## config.mk

```make
export PLATFORM = sky130hd
export DESIGN_NAME = arbiter
export DESIGN_NICKNAME = d
export VERILOG_FILES = /design/src/rtl/cache_pkg.sv /design/src/rtl/lc3b_types.sv /design/src/rtl/arbiter.sv
export SDC_FILE = /design/constraint.sdc
export NUM_CORES = 1
export LEC_CHECK = 0
export ABC_AREA = 1
export BUFFER_PORTS_ARGS = -buffer_cell sky130_fd_sc_hd__buf_2
export CAP_MARGIN = 20
export CORE_AREA = 2 2 173 175
export CTS_CLUSTER_DIAMETER = 40
export DETAILED_ROUTE_END_ITERATION = 7
export DIE_AREA = 0 0 175 177
export HOLD_SLACK_MARGIN = 0.02
export SLEW_MARGIN = 20
export SYNTH_ARGS = -nofsm -noshare
export SYNTH_HDL_FRONTEND = slang
export SYNTH_SLANG_ARGS = --single-unit
```

## constraint.sdc

```tcl
create_clock -name clk -period 1.5 [get_ports clk]
set_clock_uncertainty 0.15 [all_clocks]
set_input_delay 0.075 -clock clk [delete_from_list [all_inputs] [get_ports clk]]
set_output_delay 0.075 -clock clk [all_outputs]
set_load 0.03 [all_outputs]
```

## src/rtl/cache_pkg.sv

```systemverilog
package cache_pkg;

    localparam int NUM_SETS    = 8;  // Sets in each way.
    localparam int NUM_WAYS    = 2;  // Two-way set associative.
    localparam int OFFSET_BITS = 4;  // Byte offset inside a 16-byte line.
    localparam int INDEX_BITS  = 3;  // Picks one of the eight sets.
    localparam int TAG_BITS    = 9;  // Upper address bits kept per line.

    // Split of a 16-bit byte address as the cache sees it.
    typedef struct packed {
        logic [TAG_BITS-1:0]    tag;     // Compared against both ways.
        logic [INDEX_BITS-1:0]  index;   // Selects the set.
        logic [OFFSET_BITS-1:0] offset;  // Byte within the line.
    } cache_addr_t;

    // Cache controller states.
    typedef enum logic [1:0] {
        idle_hit   = 2'd0,  // Waits for a request and answers hits.
        write_back = 2'd1,  // Stores the dirty victim line.
        allocate   = 2'd2   // Fetches the missing line.
    } cache_state_e;

    // Arbiter states.
    typedef enum logic [1:0] {
        arb_idle   = 2'd0,  // No owner this cycle.
        arb_icache = 2'd1,  // Instruction cache owns memory.
        arb_dcache = 2'd2   // Data cache owns memory.
    } arb_state_e;

endpackage : cache_pkg

```

## src/rtl/lc3b_types.sv

```systemverilog
package lc3b_types;

    typedef logic [15:0]  lc3b_word;       // Data word and byte address.
    typedef logic [1:0]   lc3b_mem_wmask;  // Bit 0 enables the low byte, bit 1 the high byte.
    typedef logic [127:0] lc3b_mem_data;   // One 16-byte cache line.

    // Request from a core to an L1 cache, held until the cache answers.
    typedef struct packed {
        logic          read;   // Read the addressed word.
        logic          write;  // Write the addressed word under wmask.
        lc3b_mem_wmask wmask;  // Byte enables for a write.
        lc3b_word      addr;   // Byte address, bit 0 ignored for word access.
        lc3b_word      wdata;  // Word to write.
    } mem_req_t;

    // Line request toward physical memory.
    typedef struct packed {
        logic         read;    // Fetch one line.
        logic         write;   // Store one line.
        lc3b_word     addr;    // Line-aligned byte address.
        lc3b_mem_data wdata;   // Line to store.
    } pmem_req_t;

endpackage : lc3b_types

```

## src/rtl/arbiter.sv

```systemverilog
module arbiter (
    input  logic                  clk,
    input  logic                  i_arst_n,
    input  lc3b_types::pmem_req_t i_ipmem_req,   // Instruction cache line request.
    input  lc3b_types::pmem_req_t i_dpmem_req,   // Data cache line request.
    input  logic                  i_mem_resp,    // Memory finished the granted transfer.
    output logic                  o_ipmem_resp,  // Response steered to the instruction cache.
    output logic                  o_dpmem_resp,  // Response steered to the data cache.
    output lc3b_types::pmem_req_t o_mem_req      // Granted request toward memory.
);
    import lc3b_types::*;
    import cache_pkg::*;

    arb_state_e state_q;
    arb_state_e state_d;
    logic       ipend;    // Instruction side wants memory.
    logic       dpend;    // Data side wants memory.
    pmem_req_t  sel_req;  // Request of the current owner.

    assign ipend = i_ipmem_req.read | i_ipmem_req.write;
    assign dpend = i_dpmem_req.read | i_dpmem_req.write;

    always_comb begin
        state_d = state_q;
        case (state_q)
            arb_idle: begin
                if (dpend) begin
                    state_d = arb_dcache;  // Data side wins a tie.
                end else if (ipend) begin
                    state_d = arb_icache;
                end
            end
            arb_icache, arb_dcache: begin
                if (i_mem_resp) begin
                    state_d = arb_idle;  // One quiet cycle before the next grant.
                end
            end
            default: begin
                state_d = arb_idle;
            end
        endcase
    end

    always_ff @(posedge clk or negedge i_arst_n) begin
        if (!i_arst_n) begin
            state_q <= arb_idle;
        end else begin
            state_q <= state_d;
        end
    end

    assign sel_req = (state_q == arb_dcache) ? i_dpmem_req : i_ipmem_req;

    // Memory sees nothing while the arbiter is idle.
    assign o_mem_req = (state_q == arb_idle) ? '0 : sel_req;

    // Only the owner hears the response.
    assign o_ipmem_resp = (state_q == arb_icache) & i_mem_resp;
    assign o_dpmem_resp = (state_q == arb_dcache) & i_mem_resp;

endmodule : arbiter

```

==> results of run 1 <==
## stage by stage
stage	worst slack (ns)	instances	utilization [%]	total power, mW
after floorplan	-0.1998	511	-	9.858
after global placement	-0.3959	1351	21.62	14.30
after detailed placement	-0.4055	1351	21.62	14.40
after CTS	-0.5115	1364	24.27	17.09
after global routing	-0.5542	1379	27.08	20.42
final	-0.5108	1380	27.09	19.48
## cells by family after synthesis
kind of cell / count (synthesis) / synth area share, %
flip-flops: 2 / 2.181
adder cells (fa/ha/maj): 3 / 1.636
AO/OA/AOI/OAI: 146 / 32.06
buffers and inverters: 57 / 14.34
AND/OR/NAND/NOR: 303 / 49.78
## final cells by class
class / instances / area, µm²
diodes: 1 / 2.502
clock buffers: 3 / 75.07
fillers: 3149 / 21320
inverters: 9 / 62.56
multi-input cells: 452 / 3098
flip-flops and latches: 2 / 50.05
well taps: 390 / 488.0
repair buffers: 523 / 4145
## report_power, final
group	total [mW]	leakage, nW	internal, mW	switching, mW
Sequential	0.100	0.0255	0.0771	0.0231
Combinational	19.0	3.71	8.19	10.8
Clock	0.414	0.0370	0.340	0.0737
Total	19.5	3.77	8.61	10.9
## worst paths after layout
path	start	end	slack, ns
setup reg to reg	state_q[1]	state_q[1]	-0.07
hold / removal	i_dpmem_req[145]	state_q[0]	0.08
hold reg to reg	state_q[1]	state_q[1]	0.53
setup / recovery	state_q[0]	o_mem_req[59]	-0.51
min in group asynchronous	i_arst_n	state_q[0]	0.55
max in group asynchronous	i_arst_n	state_q[1]	0.52
## worst min-delay path: cells and delay by family
| kind | cells | cell delay (ns) |
|---|---|---|
| and+or+nand+nor | 4 | 0.22 |
| buffers and inverters | 2 | 0.12 |
## routing by layer
| layer | vias up | part of all wire [%] | global-route usage, % |
|---|---|---|---|
| li1 | 2594 | - | - |
| met1 | 2460 | 38 | 10.67 |
| met2 | 275 | 53 | 19.12 |
| met3 | 18 | 7.1 | 1.375 |
| met4 | 0 | 1.7 | 2.431 |
| met5 | - | 0 | 0 |
## cell usage after synthesis
| library cell | instances | share of area (%) |
|---|---|---|
| buf_4 | 11 | 3.6 |
| a21oi_1 | 144 | 31 |
| inv_1 | 9 | 1.5 |
| nand3b_1 | 1 | 0.33 |
| buf_6 | 6 | 2.9 |
| nor2_1 | 3 | 0.49 |
| a211oi_1 | 2 | 0.65 |
| nand3_1 | 1 | 0.22 |
| dfrtp_1 | 2 | 2.2 |
| clkbuf_1 | 8 | 1.3 |
| nand2_1 | 298 | 49 |
| ha_1 | 3 | 1.6 |
| buf_2 | 23 | 5.0 |
## timing repair
item	in CTS	in global routing
endpoints found under the setup margin	150	150
hold buffers	2	0
cloned	4	9
hold endpoints to repair	2	0
resized for setup	178	177
buffers inserted	4	6
pin swaps	0	13
==> reports/metrics.yaml, run 1 <==
layout_setup_ws_ns: -0.5108
rsz0062_at_grt: "true"
ys_ff_latch: 2
worstPathArrival_ns: 1.79
root_buffer: "clkbuf_16"
dieArea_mm2: 0.03098
cts_tree: "built"
htree_levels: 1
timing.final.crit_period_ns: 2.011
setup_viol: 150
io_buffers: 442
slowest_stage: "dfrtp_1"
drive_above_1_share_pct: 67.95
cts_sinks: 2
first_pass_iters: 6
rr_worst_depth: 9
final_common_cell: "buf_2"
worst_pin_slew_ns: 0.2139
cts_buffers: 3
dpl.hpwl_mm: 13.77
ios: 443
max_slew_margin_pct: 85.74
clk_pin_slew_ns: 0.03
grt_first_pass_wirelength_mm: 24.12
syn_area_mm2: 0.002295
cp_data_required_time_ns: 1.27
worstHoldPathType: "in -> reg"
syn_area_per_cell_um2: 4.491
maxCapViolations: 0
regMostFlops: "state_q"
die_h_um: 177
fmax_mhz: 497.3
cp_max_fo: 9
synth_cell_types: 13
postRouteAntennaNets: 0
reg.largest.list: "state_q (2)"
path_common_cell: "buf_4"
wl_per_cell_um: 14.53
final_area_mm2: 0.007921
antenna_found_initial: 1
yosys_warnings: 0
remaining_drc_errors: 0
clock_path_buffers: 2
viasPerCell: 3.875
violations: "negative setup slack"
routed_wl_mm: 20.05
largest_reg_flops: 2
die-width_um: 175
critPathLaunchType: "flop"
overflow: 0
core_area_mm2: 0.02924
gp_congestion: 0.8000
leakage_nw: 3.769
grt_pass1_vias: 4768
cpLargestDelayFamily: "buffers and inverters"
core.rowCount: 63
worstSetupPathDepth: 8
hold_viol: 0
drv_slew: 0
ys_seq_area_share_pct: 2.181
syn_inst: 511
outcome: "complete, but fails checks"
start_util_pct: 7.847
path_cells: "inv_2 -> ha_4 -> buf_4 -> buf_12 -> clkbuf_16 -> nand2_1 -> a21oi_1 -> buf_4"
post_dp_cell_area_mm2: 0.006322
setup.worst_path.class: "reg -> out"
setup_tns_ns: -61.07
holdWs_ns: 0.08030
vdd_ir_drop_max_v: 0.001103
detail_route.iter0.violations: 232
endpoint_kind: "primary output"
num_vias: 5347
clk_latency_ns: 0.23
period_share_pct: 134.1
power_density_mw_per_mm2: 2459
mostFrequentLayoutCells: "buf_2, nand2_1, buf_6"
grt_max_degree: 70
path_buf_inv: 5
grtUsageTotal_pct: 9.652
syn_to_final_growth_pct: 245.2
num-nets-final: 1289
hold_depth: 6
crit_path_max_incr_delay_ns: 0.38
synth_nets: 809
Note: power is estimated with default switching activity, not from simulation.
==> inputs of run 2 (changes only) <==
- SETUP_SLACK_MARGIN: not set -> 0.02
==> reports/metrics.yaml, run 2 (synthesis results as in run 1) <==
cts_buffers: 3  # unchanged
ios: 443  # unchanged
mostFrequentLayoutCells: "buf_2, nand2_1, buf_4"
cp_max_fo: 9  # unchanged
place_inst: 1341  # -0.74%
htree_levels: 1  # unchanged
holdWs_ns: 0.07350  # -0.006793 ns
reg.largest.list: "state_q (2)"
pre_cts_slack_ns: -0.3733  # +0.03223 ns
final_area_mm2: 0.007666  # -3.2%
setup_viol: 150  # unchanged
gp_congestion: 0.7801  # -2.5%
die-width_um: 175  # unchanged
max_slew_margin_pct: 86.16  # +0.41 points
worstPathArrival_ns: 1.73  # -0.06 ns
clk_pin_slew_ns: 0.03  # about the same
core.rowCount: 63  # unchanged
cts_tree: "built"
num-nets-final: 1283  # -0.47%
outcome: "complete, but fails checks"
critPathLaunchType: "flop"
remaining_drc_errors: 0  # unchanged
routed_wl_mm: 19.30  # -3.7%
setup.worst_path.class: "reg -> out"
leakage_nw: 3.681  # -2.3%
cts_sinks: 2  # unchanged
clk_latency_ns: 0.22  # about the same
core_area_mm2: 0.02924  # unchanged
vdd_ir_drop_max_v: 0.001175  # +6.5%
dieArea_mm2: 0.03098  # unchanged
hold_depth: 4  # -2
grtUsageTotal_pct: 9.869  # +0.22 points
power_density_mw_per_mm2: 2423  # -1.5%
io_buffers: 442  # unchanged
regMostFlops: "state_q"
wl_per_cell_um: 14.06  # -3.3%
period_share_pct: 130.3  # -3.7 points
cp_data_required_time_ns: 1.27  # about the same
grt_max_degree: 48  # -31%
worst_pin_slew_ns: 0.2077  # -0.006208 ns
layout_setup_ws_ns: -0.4546  # +0.05620 ns
fill_cells: 3148  # -0.032%
viasPerCell: 3.816  # -1.5%
hold_viol: 0  # unchanged
rsz0062_at_grt: "true"
worstHoldPathType: "in -> reg"
dpl.hpwl_mm: 13.13  # -4.6%
fmax_mhz: 511.6  # +2.9%
drive_above_1_share_pct: 68.16  # +0.21 points
diodes: 0  # -1
post_dp_cell_area_mm2: 0.006227  # -1.5%
timing.final.crit_period_ns: 1.955  # -0.05620 ns
clock_path_buffers: 2  # unchanged
grt_first_pass_wirelength_mm: 24.64  # +2.1%
antenna_found_initial: 0  # -1
detail_route.iter0.violations: 204  # -12%
num_vias: 5240  # -2.0%
die_h_um: 177  # unchanged
syn_to_final_growth_pct: 234.1
largest_reg_flops: 2  # unchanged
maxCapViolations: 0  # unchanged
start_util_pct: 7.847  # unchanged
endpoint_kind: "primary output"
setup_tns_ns: -57.16  # +3.913 ns
postRouteAntennaNets: 0  # unchanged
first_pass_iters: 4  # -2
violations: "negative setup slack"
root_buffer: "clkbuf_16"
overflow: 0  # unchanged
grt_pass1_vias: 4830  # +1.3%
final_common_cell: "buf_2"
drv_slew: 0  # unchanged
fin_cells: 1373  # -0.51%
rr_worst_depth: 8  # -1
run 2: cell types whose count changed in the layout (fill, tap and decap cells not counted), sizes merged:
cell / before / now
buf: 511 / 494
bufbuf: 0 / 2
clkbuf: 13 / 22
diode: 1 / 0
run 2: worst max-delay path: stages (launching register included):
cell and delay, ns:
dfrtp_1 0.41, ha_4 0.24, clkinv_8 0.10, buf_12 0.17, buf_8 0.14, nand2_1 0.06
a21oi_1 0.18, buf_4 0.19
run 2: metal layers:
metal / routed length (µm) / part of all wire [%] / vias up / GRT usage, %
met2: 10040 / 52 / 263 / 19.27
li1: - / - / 2578 / -
met5: 0 / 0 / - / 0
met1: 7614 / 39 / 2387 / 11.42
met4: 269 / 1.4 / 0 / 2.222
met3: 1375 / 7.1 / 12 / 1.095
run 2: path summary, 6_finish.rpt:
kind                             startpoint       endpoint  slack, ns
min                        i_dpmem_req[145]     state_q[1]       0.07
min in group asynchronous          i_arst_n     state_q[1]       0.55
max                              state_q[1]  o_mem_req[29]      -0.45
min reg2reg                      state_q[1]     state_q[1]       0.42
max in group asynchronous          i_arst_n     state_q[0]       0.53
max reg2reg                      state_q[0]     state_q[1]      -0.12
run 2: per-stage QoR:
| stage | utilization [%] | power (mW) |
|---|---|---|
| after floorplan | - | 9.936 |
| after global placement | 21.29 | 14.09 |
| after detailed placement | 21.29 | 14.13 |
| after CTS | 24.58 | 17.33 |
| after global routing | 26.21 | 19.57 |
| final | 26.21 | 18.58 |
run 2: power by group:
group	internal, mW	total [mW]	switching [mW]
clock network	0.340	0.408	0.0682
registers	0.0771	0.0999	0.0228
logic	7.56	18.1	10.5
run 2: layout make-up:
class / count / area [µm²] / area share [%]
Multi-Input combinational cell: 452 / 3108 / 40.54
Tap cell: 390 / 488.0 / 6.365
Inverter: 9 / 46.29 / 0.6039
Sequential cell: 2 / 50.05 / 0.6528
Clock buffer: 3 / 75.07 / 0.9793
Timing Repair Buffer: 517 / 3899 / 50.86
run 2: repair_timing:
action / 4_1_cts / 5_1_grt
endpoints found under the hold margin: 2 / 0
setup buffers: 7 / 7
setup endpoints to repair: 150 / 150
gates resized for setup: 217 / 90
hold buffers: 2 / 0
gates cloned: 5 / 9
pin swaps: 8 / 8
